<file path="config.mk">
export PLATFORM = sky130hd
export DESIGN_NAME = hyper_phy_top
export DESIGN_NICKNAME = d
export VERILOG_FILES = /design/src/hw/hyper_pkg.sv /design/src/hw/hyper_ctrl_if.sv /design/src/hw/hyper_cmd_addr.sv /design/src/hw/hyper_trans_fsm.sv /design/src/hw/hyper_read_capture.sv /design/src/hw/hyper_phy_top.sv
export SDC_FILE = /design/constraint.sdc
export NUM_CORES = 1
export LEC_CHECK = 0
export BUFFER_PORTS_ARGS = -buffer_cell sky130_fd_sc_hd__buf_2
export CAP_MARGIN = 20
export CORE_AREA = 10 10 137 139
export DETAILED_ROUTE_END_ITERATION = 10
export DIE_AREA = 0 0 147 149
export PLACE_DENSITY = 0.67
export SYNTH_ARGS = -nofsm -noshare
export SYNTH_HDL_FRONTEND = slang
export SYNTH_SLANG_ARGS = --single-unit
</file>
<file path="constraint.sdc">
create_clock -name clk0 -period 4.9 [get_ports clk0]
set_input_delay 0.245 -clock clk0 [delete_from_list [all_inputs] [get_ports clk0]]
set_output_delay 0.245 -clock clk0 [all_outputs]
set_load 0.01 [all_outputs]
</file>
<file path="src/hw/hyper_pkg.sv">
// Shared widths, types and constants of the HyperBus PHY
// One 16-bit bus word moves per clk0 cycle, the bus runs without DDR
// Latency and recovery counts are in clk0 cycles, minimum value 2
// Burst length counts 16-bit words and must not be zero
`default_nettype none

package hyper_pkg;

    localparam int WORD_W   = 16;
    localparam int STRB_W   = 2;
    localparam int ADDR_W   = 32;
    localparam int BURST_W  = 12;
    localparam int LAT_W    = 4;
    localparam int NR_CS    = 2;
    localparam int CA_W     = 48;
    localparam int CA_SEL_W = 2;

    // Command/address layout
    localparam int CA_READ_BIT  = 47;
    localparam int CA_SPACE_BIT = 46;
    localparam int CA_BURST_BIT = 45;
    localparam int CA_WORDS     = 3;    // Word 0 holds bits 47..32

    typedef logic [WORD_W-1:0]   word_t;
    typedef logic [STRB_W-1:0]   strb_t;   // Bit 1 is the upper byte
    typedef logic [ADDR_W-1:0]   addr_t;   // Word address
    typedef logic [BURST_W-1:0]  burst_t;
    typedef logic [LAT_W-1:0]    lat_t;
    typedef logic [NR_CS-1:0]    cs_t;
    typedef logic [CA_W-1:0]     ca_t;
    typedef logic [CA_SEL_W-1:0] ca_sel_t;

    localparam lat_t WAIT_CNT_RST = 4'd6; // Wait counter out of reset

    typedef enum logic [3:0] {
        STANDBY,
        SET_CA,
        CMD_ADDR,
        REG_WRITE,
        WAIT2,      // Doubled latency requested by the memory
        WAIT,
        DATA_W,
        WAIT_W,
        DATA_R,
        WAIT_R,
        END
    } trans_state_t;

endpackage

`default_nettype wire

</file>
<file path="src/hw/hyper_ctrl_if.sv">
// Control between the transaction FSM and the datapath blocks
// load_trans is a one-cycle pulse, cap_en and flush are levels
// is_write, is_reg_write and burst_len come from the captured transaction
`default_nettype none

interface hyper_ctrl_if;

    logic                load_trans;
    hyper_pkg::ca_sel_t  ca_sel;
    logic                cap_en;
    logic                flush;
    logic                is_write;
    logic                is_reg_write;
    hyper_pkg::burst_t   burst_len;

    modport fsm (
        output load_trans, ca_sel, cap_en, flush,
        input  is_write, is_reg_write, burst_len
    );

    modport ca (
        input  load_trans, ca_sel,
        output is_write, is_reg_write, burst_len
    );

    modport rd (input cap_en, flush);

endinterface

`default_nettype wire

</file>
<file path="src/hw/hyper_cmd_addr.sv">
// Holds the current transaction and serves its command/address words
// Transaction inputs are taken on the load_trans pulse only
// ca_sel values beyond the last word return zero
`default_nettype none

module hyper_cmd_addr (
    input  logic                 clk0,
    input  logic                 rst_ni,
    hyper_ctrl_if.ca             ctrl,
    input  hyper_pkg::addr_t     trans_address_i,
    input  hyper_pkg::cs_t       trans_cs_i,
    input  logic                 trans_write_i,
    input  hyper_pkg::burst_t    trans_burst_i,
    input  logic                 trans_burst_type_i,
    input  logic                 trans_address_space_i,
    output hyper_pkg::word_t     ca_word_o,
    output hyper_pkg::cs_t       cs_o
);

    hyper_pkg::addr_t  addr_q;
    hyper_pkg::burst_t burst_q;
    logic              write_q;
    logic              space_q;
    logic              burst_type_q;
    hyper_pkg::ca_t    ca;

    always_ff @(posedge clk0 or negedge rst_ni) begin
        if (!rst_ni) begin
            cs_o         <= '0;
            write_q      <= 1'b0;
            space_q      <= 1'b0;
            burst_type_q <= 1'b1;   // Linear burst
        end else if (ctrl.load_trans) begin
            cs_o         <= trans_cs_i;
            write_q      <= trans_write_i;
            space_q      <= trans_address_space_i;
            burst_type_q <= trans_burst_type_i;
        end
    end

    always_ff @(posedge clk0) begin
        if (ctrl.load_trans) begin
            addr_q  <= trans_address_i;
            burst_q <= trans_burst_i;
        end
    end

    always_comb begin
        ca = '0;
        ca[hyper_pkg::CA_READ_BIT]  = ~write_q;
        ca[hyper_pkg::CA_SPACE_BIT] = space_q;
        ca[hyper_pkg::CA_BURST_BIT] = burst_type_q;
        ca[44:16] = addr_q[31:3];  // Row and upper column
        ca[2:0]   = addr_q[2:0];   // Lower column, bits 15..3 reserved
    end

    always_comb begin
        case (ctrl.ca_sel)
            2'd0:    ca_word_o = ca[47:32];
            2'd1:    ca_word_o = ca[31:16];
            2'd2:    ca_word_o = ca[15:0];
            default: ca_word_o = '0;
        endcase
    end

    assign ctrl.is_write     = write_q;
    assign ctrl.is_reg_write = write_q && space_q;
    assign ctrl.burst_len    = burst_q;

endmodule

`default_nettype wire

</file>
<file path="src/hw/hyper_trans_fsm.sv">
// Transaction sequencing for one HyperBus access at a time
// cfg_latency_i and cfg_recovery_i are at least 2 and stable per transaction
// RWDS high in the last command/address cycle doubles the latency
// Read length counts rx handshakes, write length counts tx words
// ck_en drops on write underflow and on read back-pressure
`default_nettype none

module hyper_trans_fsm (
    input  logic                 clk0,
    input  logic                 rst_ni,
    hyper_ctrl_if.fsm            ctrl,
    input  logic                 trans_valid_i,
    output logic                 trans_ready_o,
    input  logic                 tx_valid_i,
    output logic                 tx_ready_o,
    input  logic                 rx_valid_i,
    input  logic                 rx_ready_i,
    output logic                 rx_last_o,
    output logic                 write_last_o,
    input  hyper_pkg::lat_t      cfg_latency_i,
    input  hyper_pkg::lat_t      cfg_recovery_i,
    input  logic                 hyper_rwds_i,
    output logic                 cs_en_o,
    output logic                 ck_en_o,
    output logic                 dq_oe_o,
    output logic                 rwds_oe_o,
    output logic                 mode_write_o
);

    hyper_pkg::trans_state_t state_q;
    hyper_pkg::lat_t         wait_cnt_q;
    hyper_pkg::burst_t       burst_cnt_q;
    hyper_pkg::ca_sel_t      ca_sel_q;
    logic                    ca_last;
    logic                    wait_done;
    logic                    burst_done;
    logic                    rx_hs;

    assign ca_last     = ca_sel_q == hyper_pkg::ca_sel_t'(hyper_pkg::CA_WORDS - 1);
    assign wait_done   = wait_cnt_q == '0;
    assign burst_done  = burst_cnt_q == '0;
    assign rx_hs       = rx_valid_i && rx_ready_i;
    assign ctrl.ca_sel = ca_sel_q;

    always_ff @(posedge clk0 or negedge rst_ni) begin
        if (!rst_ni) begin
            state_q     <= hyper_pkg::STANDBY;
            wait_cnt_q  <= hyper_pkg::WAIT_CNT_RST;
            burst_cnt_q <= '0;
            ca_sel_q    <= '0;
        end else begin
            case (state_q)
                hyper_pkg::STANDBY: begin
                    if (trans_valid_i) state_q <= hyper_pkg::SET_CA;
                end
                hyper_pkg::SET_CA: begin
                    ca_sel_q <= '0;
                    state_q  <= hyper_pkg::CMD_ADDR;
                end
                hyper_pkg::CMD_ADDR: begin
                    if (ca_last) begin
                        wait_cnt_q <= cfg_latency_i - hyper_pkg::lat_t'(1);
                        if (ctrl.is_reg_write) begin
                            state_q <= hyper_pkg::REG_WRITE;  // No latency
                        end else if (hyper_rwds_i) begin
                            state_q <= hyper_pkg::WAIT2;
                        end else begin
                            state_q <= hyper_pkg::WAIT;
                        end
                    end else begin
                        ca_sel_q <= ca_sel_q + hyper_pkg::ca_sel_t'(1);
                    end
                end
                hyper_pkg::REG_WRITE: begin
                    if (tx_valid_i) begin
                        wait_cnt_q <= cfg_recovery_i - hyper_pkg::lat_t'(1);
                        state_q    <= hyper_pkg::END;
                    end
                end
                hyper_pkg::WAIT2: begin
                    if (wait_done) begin
                        wait_cnt_q <= cfg_latency_i - hyper_pkg::lat_t'(1);
                        state_q    <= hyper_pkg::WAIT;
                    end else begin
                        wait_cnt_q <= wait_cnt_q - hyper_pkg::lat_t'(1);
                    end
                end
                hyper_pkg::WAIT: begin
                    if (wait_done) begin
                        burst_cnt_q <= ctrl.burst_len - hyper_pkg::burst_t'(1);
                        state_q     <= ctrl.is_write ? hyper_pkg::DATA_W : hyper_pkg::DATA_R;
                    end else begin
                        wait_cnt_q <= wait_cnt_q - hyper_pkg::lat_t'(1);
                    end
                end
                hyper_pkg::DATA_W: begin
                    if (!tx_valid_i) begin
                        state_q <= hyper_pkg::WAIT_W;      // Underflow
                    end else if (burst_done) begin
                        wait_cnt_q <= cfg_recovery_i - hyper_pkg::lat_t'(1);
                        state_q    <= hyper_pkg::END;
                    end else begin
                        burst_cnt_q <= burst_cnt_q - hyper_pkg::burst_t'(1);
                    end
                end
                hyper_pkg::WAIT_W: begin
                    if (tx_valid_i) state_q <= hyper_pkg::DATA_W;
                end
                hyper_pkg::DATA_R, hyper_pkg::WAIT_R: begin
                    if (rx_hs && burst_done) begin
                        wait_cnt_q <= cfg_recovery_i - hyper_pkg::lat_t'(1);
                        state_q    <= hyper_pkg::END;
                    end else begin
                        if (rx_hs) burst_cnt_q <= burst_cnt_q - hyper_pkg::burst_t'(1);
                        state_q <= rx_ready_i ? hyper_pkg::DATA_R : hyper_pkg::WAIT_R;
                    end
                end
                hyper_pkg::END: begin
                    if (wait_done) begin
                        state_q <= hyper_pkg::STANDBY;
                    end else begin
                        wait_cnt_q <= wait_cnt_q - hyper_pkg::lat_t'(1);
                    end
                end
                default: state_q <= hyper_pkg::STANDBY;
            endcase
        end
    end

    always_comb begin
        trans_ready_o   = 1'b0;
        ctrl.load_trans = 1'b0;
        ctrl.cap_en     = 1'b0;
        ctrl.flush      = 1'b0;
        tx_ready_o      = 1'b0;
        rx_last_o       = 1'b0;
        write_last_o    = 1'b0;
        cs_en_o         = 1'b0;
        ck_en_o         = 1'b0;
        dq_oe_o         = 1'b0;
        rwds_oe_o       = 1'b0;
        mode_write_o    = 1'b0;
        case (state_q)
            hyper_pkg::SET_CA: begin
                trans_ready_o   = 1'b1;
                ctrl.load_trans = 1'b1;
            end
            hyper_pkg::CMD_ADDR: begin
                cs_en_o = 1'b1;
                ck_en_o = 1'b1;
                dq_oe_o = 1'b1;
            end
            hyper_pkg::REG_WRITE: begin
                cs_en_o      = 1'b1;
                ck_en_o      = tx_valid_i;
                dq_oe_o      = 1'b1;
                tx_ready_o   = 1'b1;
                mode_write_o = 1'b1;
            end
            hyper_pkg::WAIT2, hyper_pkg::WAIT: begin
                cs_en_o = 1'b1;
                ck_en_o = 1'b1;
            end
            hyper_pkg::DATA_W: begin
                cs_en_o      = 1'b1;
                ck_en_o      = tx_valid_i;  // Clock only with a word on the bus
                dq_oe_o      = 1'b1;
                rwds_oe_o    = 1'b1;
                tx_ready_o   = 1'b1;
                mode_write_o = 1'b1;
                write_last_o = tx_valid_i && burst_done;
            end
            hyper_pkg::WAIT_W: begin
                cs_en_o      = 1'b1;
                dq_oe_o      = 1'b1;
                rwds_oe_o    = 1'b1;
                mode_write_o = 1'b1;
            end
            hyper_pkg::DATA_R: begin
                cs_en_o     = 1'b1;
                ck_en_o     = rx_ready_i;   // Memory stalls with rx
                ctrl.cap_en = 1'b1;
                rx_last_o   = rx_valid_i && burst_done;
            end
            hyper_pkg::WAIT_R: begin
                cs_en_o     = 1'b1;
                ctrl.cap_en = 1'b1;
                rx_last_o   = rx_valid_i && burst_done;
            end
            hyper_pkg::END: ctrl.flush = 1'b1;
            default: ;
        endcase
    end

endmodule

`default_nettype wire

</file>
<file path="src/hw/hyper_read_capture.sv">
// Read word capture on the clk0 domain
// A word is valid on a cycle with hyper_rwds_i high while capture is on
// Two entries cover the word in flight after ck_en drops
// Words arriving into a full buffer are overrun words and are dropped
`default_nettype none

module hyper_read_capture (
    input  logic                 clk0,
    input  logic                 rst_ni,
    hyper_ctrl_if.rd             ctrl,
    input  hyper_pkg::word_t     hyper_dq_i,
    input  logic                 hyper_rwds_i,
    input  logic                 rx_ready_i,
    output logic                 rx_valid_o,
    output hyper_pkg::word_t     rx_data_o
);

    hyper_pkg::word_t buf_q [2];
    logic             wr_ptr_q;
    logic             rd_ptr_q;
    logic [1:0]       count_q;
    logic             push;
    logic             pop;

    assign rx_valid_o = (count_q != 2'd0) && !ctrl.flush;
    assign rx_data_o  = buf_q[rd_ptr_q];
    assign pop        = rx_valid_o && rx_ready_i;
    assign push       = ctrl.cap_en && hyper_rwds_i && ((count_q != 2'd2) || pop);

    always_ff @(posedge clk0 or negedge rst_ni) begin
        if (!rst_ni) begin
            wr_ptr_q <= 1'b0;
            rd_ptr_q <= 1'b0;
            count_q  <= 2'd0;
        end else if (ctrl.flush) begin
            wr_ptr_q <= 1'b0;
            rd_ptr_q <= 1'b0;
            count_q  <= 2'd0;
        end else begin
            if (push) wr_ptr_q <= ~wr_ptr_q;
            if (pop)  rd_ptr_q <= ~rd_ptr_q;
            count_q <= count_q + {1'b0, push} - {1'b0, pop};
        end
    end

    always_ff @(posedge clk0) begin
        if (push) buf_q[wr_ptr_q] <= hyper_dq_i;
    end

endmodule

`default_nettype wire

</file>
<file path="src/hw/hyper_phy_top.sv">
// HyperBus PHY top, single clk0 domain, one 16-bit word per cycle
// hyper_ck_en_o marks the cycles where the memory clock runs
// hyper_rwds_o carries one mask bit per byte, high masks the byte
// Transaction inputs must stay stable while trans_valid_i is high
`default_nettype none

module hyper_phy_top (
    input  logic                 clk0,
    input  logic                 rst_ni,
    input  hyper_pkg::lat_t      cfg_latency_i,
    input  hyper_pkg::lat_t      cfg_recovery_i,
    input  logic                 trans_valid_i,
    output logic                 trans_ready_o,
    input  hyper_pkg::addr_t     trans_address_i,
    input  hyper_pkg::cs_t       trans_cs_i,
    input  logic                 trans_write_i,
    input  hyper_pkg::burst_t    trans_burst_i,
    input  logic                 trans_burst_type_i,
    input  logic                 trans_address_space_i,
    input  logic                 tx_valid_i,
    output logic                 tx_ready_o,
    input  hyper_pkg::word_t     tx_data_i,
    input  hyper_pkg::strb_t     tx_strb_i,
    output logic                 rx_valid_o,
    input  logic                 rx_ready_i,
    output hyper_pkg::word_t     rx_data_o,
    output logic                 rx_last_o,
    output logic                 write_last_o,
    output hyper_pkg::cs_t       hyper_cs_no,
    output logic                 hyper_ck_en_o,
    output hyper_pkg::word_t     hyper_dq_o,
    output logic                 hyper_dq_oe_o,
    input  hyper_pkg::word_t     hyper_dq_i,
    output hyper_pkg::strb_t     hyper_rwds_o,
    output logic                 hyper_rwds_oe_o,
    input  logic                 hyper_rwds_i
);

    hyper_ctrl_if     ctrl ();
    hyper_pkg::word_t ca_word;
    hyper_pkg::cs_t   cs_sel;
    logic             cs_en;
    logic             mode_write;

    hyper_cmd_addr u_cmd_addr (
        .clk0                  (clk0),
        .rst_ni                (rst_ni),
        .ctrl                  (ctrl.ca),
        .trans_address_i       (trans_address_i),
        .trans_cs_i            (trans_cs_i),
        .trans_write_i         (trans_write_i),
        .trans_burst_i         (trans_burst_i),
        .trans_burst_type_i    (trans_burst_type_i),
        .trans_address_space_i (trans_address_space_i),
        .ca_word_o             (ca_word),
        .cs_o                  (cs_sel)
    );

    hyper_trans_fsm u_trans_fsm (
        .clk0           (clk0),
        .rst_ni         (rst_ni),
        .ctrl           (ctrl.fsm),
        .trans_valid_i  (trans_valid_i),
        .trans_ready_o  (trans_ready_o),
        .tx_valid_i     (tx_valid_i),
        .tx_ready_o     (tx_ready_o),
        .rx_valid_i     (rx_valid_o),
        .rx_ready_i     (rx_ready_i),
        .rx_last_o      (rx_last_o),
        .write_last_o   (write_last_o),
        .cfg_latency_i  (cfg_latency_i),
        .cfg_recovery_i (cfg_recovery_i),
        .hyper_rwds_i   (hyper_rwds_i),
        .cs_en_o        (cs_en),
        .ck_en_o        (hyper_ck_en_o),
        .dq_oe_o        (hyper_dq_oe_o),
        .rwds_oe_o      (hyper_rwds_oe_o),
        .mode_write_o   (mode_write)
    );

    hyper_read_capture u_read_capture (
        .clk0         (clk0),
        .rst_ni       (rst_ni),
        .ctrl         (ctrl.rd),
        .hyper_dq_i   (hyper_dq_i),
        .hyper_rwds_i (hyper_rwds_i),
        .rx_ready_i   (rx_ready_i),
        .rx_valid_o   (rx_valid_o),
        .rx_data_o    (rx_data_o)
    );

    assign hyper_dq_o   = mode_write ? tx_data_i : ca_word;
    assign hyper_rwds_o = mode_write ? ~tx_strb_i : '0;  // Low during latency
    assign hyper_cs_no  = ~(cs_sel & {hyper_pkg::NR_CS{cs_en}});

endmodule

`default_nettype wire

</file>
# == Word level (Yosys, flattened, before mapping) ==
# Memory sizes are Yosys's and may differ from the RTL's.
# Cells that the tools add are included.
# op_classes
add_sub_neg,8
n_eq_ne,29
n_mux,52
bitwise_logic,6
reduce_logical,32
# ops
operator,count
4-bit 2-to-1 mux,19
12-bit 2-to-1 mux,5
16-bit one-hot mux with 3 select lines,1
4-bit one-hot mux with 10 select lines,1
12-bit one-hot mux with 3 select lines,1
4-bit one-hot mux with 6 select lines,1
12-bit by 1-bit subtractor with 12-bit output (second input constant),2
1-bit 2-to-1 mux,18
2-bit != test (second input constant),9
4-bit by 3-bit equality test with 1-bit output (second input constant),4
16-bit 2-to-1 mux,1
2-bit by 1-bit != test with 1-bit output (second input constant),7
4-bit equality test (second input constant),3
12-bit zero test,1
4-bit by 1-bit subtractor with 4-bit output (second input constant),3
4-bit by 2-bit equality test with 1-bit output (second input constant),2
1-bit logical AND,8
4-bit zero test,2
8-bit AND reduction,1
2-bit nonzero test,4
2-bit OR reduction,4
8-bit OR reduction,1
7-bit AND reduction,1
2-bit 2-to-1 mux,3
other kinds (21),25
# word_totals
regBits,75
ramBits,32
in_bits,97
out_inout_bits,44
elab_cells,141
mem_count,1
# memory_table
memory,words,word_bits,rd,rd_ports_with_merged_regs,write_ports,line,text
u_read_capture.buf_q,2,16,1,0,1,hyper_read_capture.sv:18,hyper_pkg::word_t buf_q [2];

# == Longest topological paths before layout ==
# depth
word_depth,10
depth_mapped,12
mapped_depth_nobuf,9

# == Hierarchy ==
# Synthesis repeated with hierarchy kept, for this count alone.
# unflattened
hier_cells,477
hier_area_um2,5705.5
# by_module_without_submodules
mod,n_inst,cells_each,area_per_inst_um2,seq_area_each_um2
hyper_trans_fsm,1,288,2237.1,553.0
hyper_cmd_addr,1,93,1794.2,1447.6
hyper_read_capture,1,74,1412.6,1061.0
hyper_phy_top,1,22,261.5,0.0

# == Worst setup path before layout ==
# Ideal clock, no wire load.
# synth_timing
kind,reg2reg
startpoint,register u_trans_fsm.state_q[1]
endpoint,register u_cmd_addr.cs_o[0]
setup_time_ns,0.128
t_arrival_ns,3.099
required_time_ns,4.772
setup_slack_ns,1.674
stages_incl_launch_ff,8
path_buffers,4
synth_period_minus_slack_ns,3.226
path_cell_list,dfrtp_1 -> buf_2 -> buf_2 -> inv_2 -> clkbuf_1 -> and3_1 -> clkbuf_1 -> mux2_2
# synth_via
elab_chain_len,2
# synth_rtl
item,line,text
start: declaration,hyper_trans_fsm.sv:30,hyper_pkg::trans_state_t state_q;
start signal: assignment,hyper_trans_fsm.sv:47,state_q <= hyper_pkg::STANDBY;
start signal: assignment,hyper_trans_fsm.sv:54,if (trans_valid_i) state_q <= hyper_pkg::SET_CA;
start signal: assignment,hyper_trans_fsm.sv:58,state_q <= hyper_pkg::CMD_ADDR;
4-bit by 1-bit equality test with 1-bit output,-,
1-bit 2-to-1 mux,-,
via trans_ready_o,hyper_phy_top.sv:13,"output logic trans_ready_o,"
end signal: assignment,hyper_cmd_addr.sv:34,cs_o <= trans_cs_i;
end: declaration,hyper_cmd_addr.sv:17,output hyper_pkg::cs_t cs_o
# The timed path passes the listed nets, and every way through them passes these cells.
# A chain may end at the register's enable or synchronous reset.

# == Final worst setup path ==
# layout_timing
startpoint,register u_trans_fsm.state_q[1]
endpoint,register u_trans_fsm.burst_cnt_q[8]
# layout_via
elab_chain_len,8
word_cells_on_any_way,19
classes_between,10 x eq/ne; 2 x mux; 7 x reduce/logical
# layout_rtl
item,line,text
4-bit equality test,hyper_trans_fsm.sv:143,case (state_q)
1-bit 2-to-1 mux,hyper_trans_fsm.sv:143,
1-bit zero test,hyper_read_capture.sv:25,assign rx_valid_o = (count_q != 2'd0) && !ctrl.flush;
1-bit logical AND,hyper_read_capture.sv:25,
1-bit logical AND,hyper_trans_fsm.sv:42,assign rx_hs = rx_valid_i && rx_ready_i;
1-bit logical AND,hyper_trans_fsm.sv:110,if (rx_hs && burst_done) begin
2-bit != test (no source line),-,
6-bit AND reduction (no source line),-,
end signal: assignment,hyper_trans_fsm.sv:90,burst_cnt_q <= ctrl.burst_len - hyper_pkg::burst_t'(1);
end signal: assignment,hyper_trans_fsm.sv:103,burst_cnt_q <= burst_cnt_q - hyper_pkg::burst_t'(1);
end signal: assignment,hyper_trans_fsm.sv:114,if (rx_hs) burst_cnt_q <= burst_cnt_q - hyper_pkg::burst_t'(1);
end: declaration,hyper_trans_fsm.sv:32,hyper_pkg::burst_t burst_cnt_q;
# Parallel ways exist; a longest one is shown, timed or not.

==> summary.txt <==
Power
  • Leakage power total: between 2 and 3 nW
  • Worst IR drop on VDD: 357.4 µV
  • Post-layout total power: ~0.0040 W
  • Power density over the cells: between 500 and 600 mW/mm²

GRT
  • Number of global-route vias before repair: ~4,600
  • Total routing usage reported by global routing: between 10% and 20%
  • Overall overflow remaining after global route: 0
  • Number of antenna violations at the first check in global routing: 0
  • Global-route wire length before repair: around 24 mm
  • Largest net degree at the start of global routing: 47

Die
  • Area of the placeable core: ~0.016 mm²
  • Ports placed on the boundary: between 100 and 150
  • Rows: 47
  • Floorplan die width: between 100 and 150 µm
  • Die height: approximately 150 µm
  • Starting density of the core: approximately a third
  • Die area: around 0.022 mm²

Detailed routing
  • Number of nets with antenna violations after detailed routing: 0
  • DRC violation count after routing: 0
  • Average routed wire per standard cell: between 15 and 20 µm
  • Total iterations of the first detailed-routing run: 5
  • Wire length after detailed routing: about 15 mm
  • DRC marker count from the first detailed-route iteration: 232
  • Ratio of routed vias to standard cells: roughly 5.3
  • Number of vias after detailed routing: around 4,400

Clock tree
  • TritonCTS buffer count: 9
  • Source-to-sink clock delay at the later pin of the worst-skew pair: 0.35 ns
  • Post-cts sizing count: 0
  • Max Buffers Root-to-Sink: 2
  • Root buffer cell: sky130_fd_sc_hd__clkbuf_16
  • Clock tree from TritonCTS: built
  • Number of hold buffers added after CTS: 1
  • Total setup buffers inserted after CTS: 0
  • Clock Sink Count: ~110
  • Clock transition time at the flip-flop clock pins of the worst setup and hold paths: roughly 0.070 ns
  • H-tree level count: 3

Finish
  • Final-stage net count: between 700 and 800
  • Ratio of cells with drive above 1 in the final layout: between 30% and 40%
  • Commonest non-fill, non-tap cell in the layout: sky130_fd_sc_hd__buf_2
  • Layout area overhead: 21.36%
  • N_diodes: 0
  • FILL cells: ~1,500
  • Area of the multi-input gates: approximately 0.0022 mm²
  • Highest-count cells in the layout ignoring fill and taps: sky130_fd_sc_hd__buf_2 (140), sky130_fd_sc_hd__edfxtp_1 (76), sky130_fd_sc_hd__nand2_1 (41), sky130_fd_sc_hd__nor2_1 (34), sky130_fd_sc_hd__dfrtp_1 (28)
  • Area taken by flip-flops and latches: 0.003062 mm²

Synth
  • Register bit count reported by yosys: about 110
  • Number of nets in the synthesized netlist: ~590
  • Netlist area before placement: about 0.0055 mm²
  • Mean post-synth cell area: about 11 µm²
  • Total of warnings raised by yosys: 0
  • Async set or reset register ratio after synthesis: ~29%
  • Top_reg_cell synth: sky130_fd_sc_hd__edfxtp_1
  • Count of flip-flops with a built-in enable after synthesis: between 70 and 80
  • Number of cells produced by synthesis: 485
  • Unique cell type count in the Yosys netlist: 65
  • Post-synthesis sequential area ratio: a little under three fifths

Timing
  • Final worst path period share: about 68%
  • Peak clock frequency supported by timing: 300.7 MHz
  • Hold slack: ~0.064 ns
  • Max-slew headroom: between 30% and 40%
  • Final clock skew: between 0.007 and 0.008 ns
  • Final hold viol count: 0
  • Setup repair after global routing missed its margin: false
  • Final-report setup violation count: 0
  • Sum Neg Setup Slack: 0 ns
  • Transition at the pin with the smallest max-transition slack: 1.035 ns
  • Final critical path time including I/O delays and setup: between 3 and 4 ns
  • Number of slew-limit violations in the final report: 0

Setup path
  • CP startpoint kind: flip-flop
  • Data arrival time at the worst-slack endpoint: approximately 3.6 ns
  • Critical path depth: 8
  • Worst flop-to-flop path startpoint: u_trans_fsm.state_q[1]
  • Data required time at the worst endpoint: between 5 and 6 ns
  • Top fanout value on the critical path: 31
  • Crit-path leading delay family: simple AND/OR/NAND/NOR gates
  • Crit-path cells: nand4bb_1, o32a_1, nand2_1, ha_1, o221ai_1, or3_1, a211oi_1, a2bb2oi_1
  • Delay of the slowest cell on the worst path: approximately 0.90 ns
  • R2R cell count: 8
  • Crit Path Class: flip-flop to flip-flop
  • Endpoint kind of the worst setup timing path: flip-flop
  • Count of buffer and inverter cells on the critical path: 0
  • Worst R2R Setup Slack: 1.57 ns
  • Crit. Startpoint: u_trans_fsm.state_q[1]
  • Standard cell with the maximum stage delay on the critical path: sky130_fd_sc_hd__dfrtp_1

Placement
  • Post-DP HPWL: between 10 and 15 mm
  • IO buf count: 140
  • Final weighted congestion in routability-driven placement: 0.8881

Min path
  • Cell depth of the worst hold path: 1
  • Min-delay worst type: input pin to flip-flop
  • Worst hold path startpoint: trans_address_i[25]

Flow run
  • Max-cap viol count: 0

Run status
  • Run status: finished clean
[worst reg2reg max path, stage by stage, from the launching register on]
cell and delay (ns):
sky130_fd_sc_hd__dfrtp_1 0.90, sky130_fd_sc_hd__nand4bb_1 0.51, sky130_fd_sc_hd__o32a_1 0.35, sky130_fd_sc_hd__nand2_1 0.09, sky130_fd_sc_hd__ha_1 0.20, sky130_fd_sc_hd__o221ai_1 0.30
sky130_fd_sc_hd__or3_1 0.48, sky130_fd_sc_hd__a211oi_1 0.26, sky130_fd_sc_hd__a2bb2oi_1 0.16
[final cells by class]
cell class                 instances  area share, %
tap                              220          4.114
multi-input combinational        326          33.59
inverter                          21          1.178
clock inverter                     4         0.3740
clock buffer                      12          3.684
timing repair buffer             146          11.30
sequential                       107          45.76
[path summary, 6_finish.rpt]
kind	to
worst max-delay path	u_trans_fsm.burst_cnt_q[8]
worst min-delay path	u_cmd_addr.addr_q[25]
worst max register to register	u_trans_fsm.burst_cnt_q[8]
worst min register to register	u_trans_fsm.wait_cnt_q[1]
max in group asynchronous	u_cmd_addr.space_q
min in group asynchronous	u_trans_fsm.burst_cnt_q[5]
[where the power goes]
| part | internal [W] | switching [W] |
|---|---|---|
| clock | 0.000359 | 0.000322 |
| combinational | 0.000761 | 0.00107 |
| sequential | 0.00121 | 0.000280 |
[metal layers]
layer | vias to the layer above | wire length (µm) | GRT usage (%)
met5 | - | 0 | 0
met4 | 0 | 334 | 6.194
met3 | 30 | 1195 | 3.853
met2 | 216 | 7046 | 21.58
met1 | 2080 | 6411 | 16.81
li1 | 2100 | - | -
[metrics by stage]
step	setup slack (ns)	instance area, µm²	utilization (%)	std cells
after CTS	1.560	6675	41.28	835
final	1.574	6690	41.37	836
after global placement	1.789	6394	39.54	818
after floorplan	1.674	5513	-	485
after global routing	1.245	6690	41.37	836
after detailed placement	1.587	6394	39.54	818
[synthesized netlist by cell type (all sizes together) (3+ instances only)]
library cell,n,area (µm²)
nor2,35,131.4
buf,13,61.31
a22oi,15,112.6
dfrtp,28,700.7
nor3,18,95.09
o32a,4,40.04
ha,11,137.6
inv,21,78.83
a31oi,3,18.77
o211ai,3,22.52
nor3b,3,22.52
o21ai,17,88.83
nor4,9,77.57
nand2,41,153.9
nand3,3,15.01
edfxtp,76,2282
o32ai,3,33.79
xnor2,9,78.83
mux2i,5,50.05
or4,4,33.78
a211oi,7,57.55
a32oi,3,26.28
dfstp,3,78.83
a21oi,22,110.1
a22o,4,35.03
nor2b,9,56.30
o22ai,9,56.30
o31ai,18,135.1
xor2,5,43.79
mux2,23,259.0
clkbuf,18,67.56
o21a,4,30.03
nand2b,4,25.02
or3,6,37.54
a222oi,3,30.03
[state kept, by name, indices dropped and copies added (netlist names)]
| name | count |
|---|---|
| u_cmd_addr.addr_q | 32 |
| u_cmd_addr.burst_type_q | 1 |
| u_cmd_addr.cs_o | 2 |
| u_cmd_addr.ctrl.burst_len | 12 |
| u_cmd_addr.ctrl.is_write | 1 |
| u_cmd_addr.space_q | 1 |
| u_read_capture.buf_q | 32 |
| u_read_capture.count_q | 2 |
| u_read_capture.rd_ptr_q | 1 |
| u_read_capture.wr_ptr_q | 1 |
| u_trans_fsm.burst_cnt_q | 12 |
| u_trans_fsm.ctrl.ca_sel | 2 |
| u_trans_fsm.state_q | 4 |
| u_trans_fsm.wait_cnt_q | 4 |
[logic make-up after synthesis]
| logic type | after synthesis | share of synthesized area, % |
|---|---|---|
| muxes | 28 | 5.606 |
| xor gates and xnor gates | 14 | 2.224 |
| and+or+nand+nor | 140 | 12.96 |
| DFF | 107 | 55.54 |
| buffers and inverters | 52 | 3.768 |
| adders and majority gates | 11 | 2.497 |
| AOI/OAI and AO/OA | 133 | 17.41 |
Power figures use the tool's default switching activity.
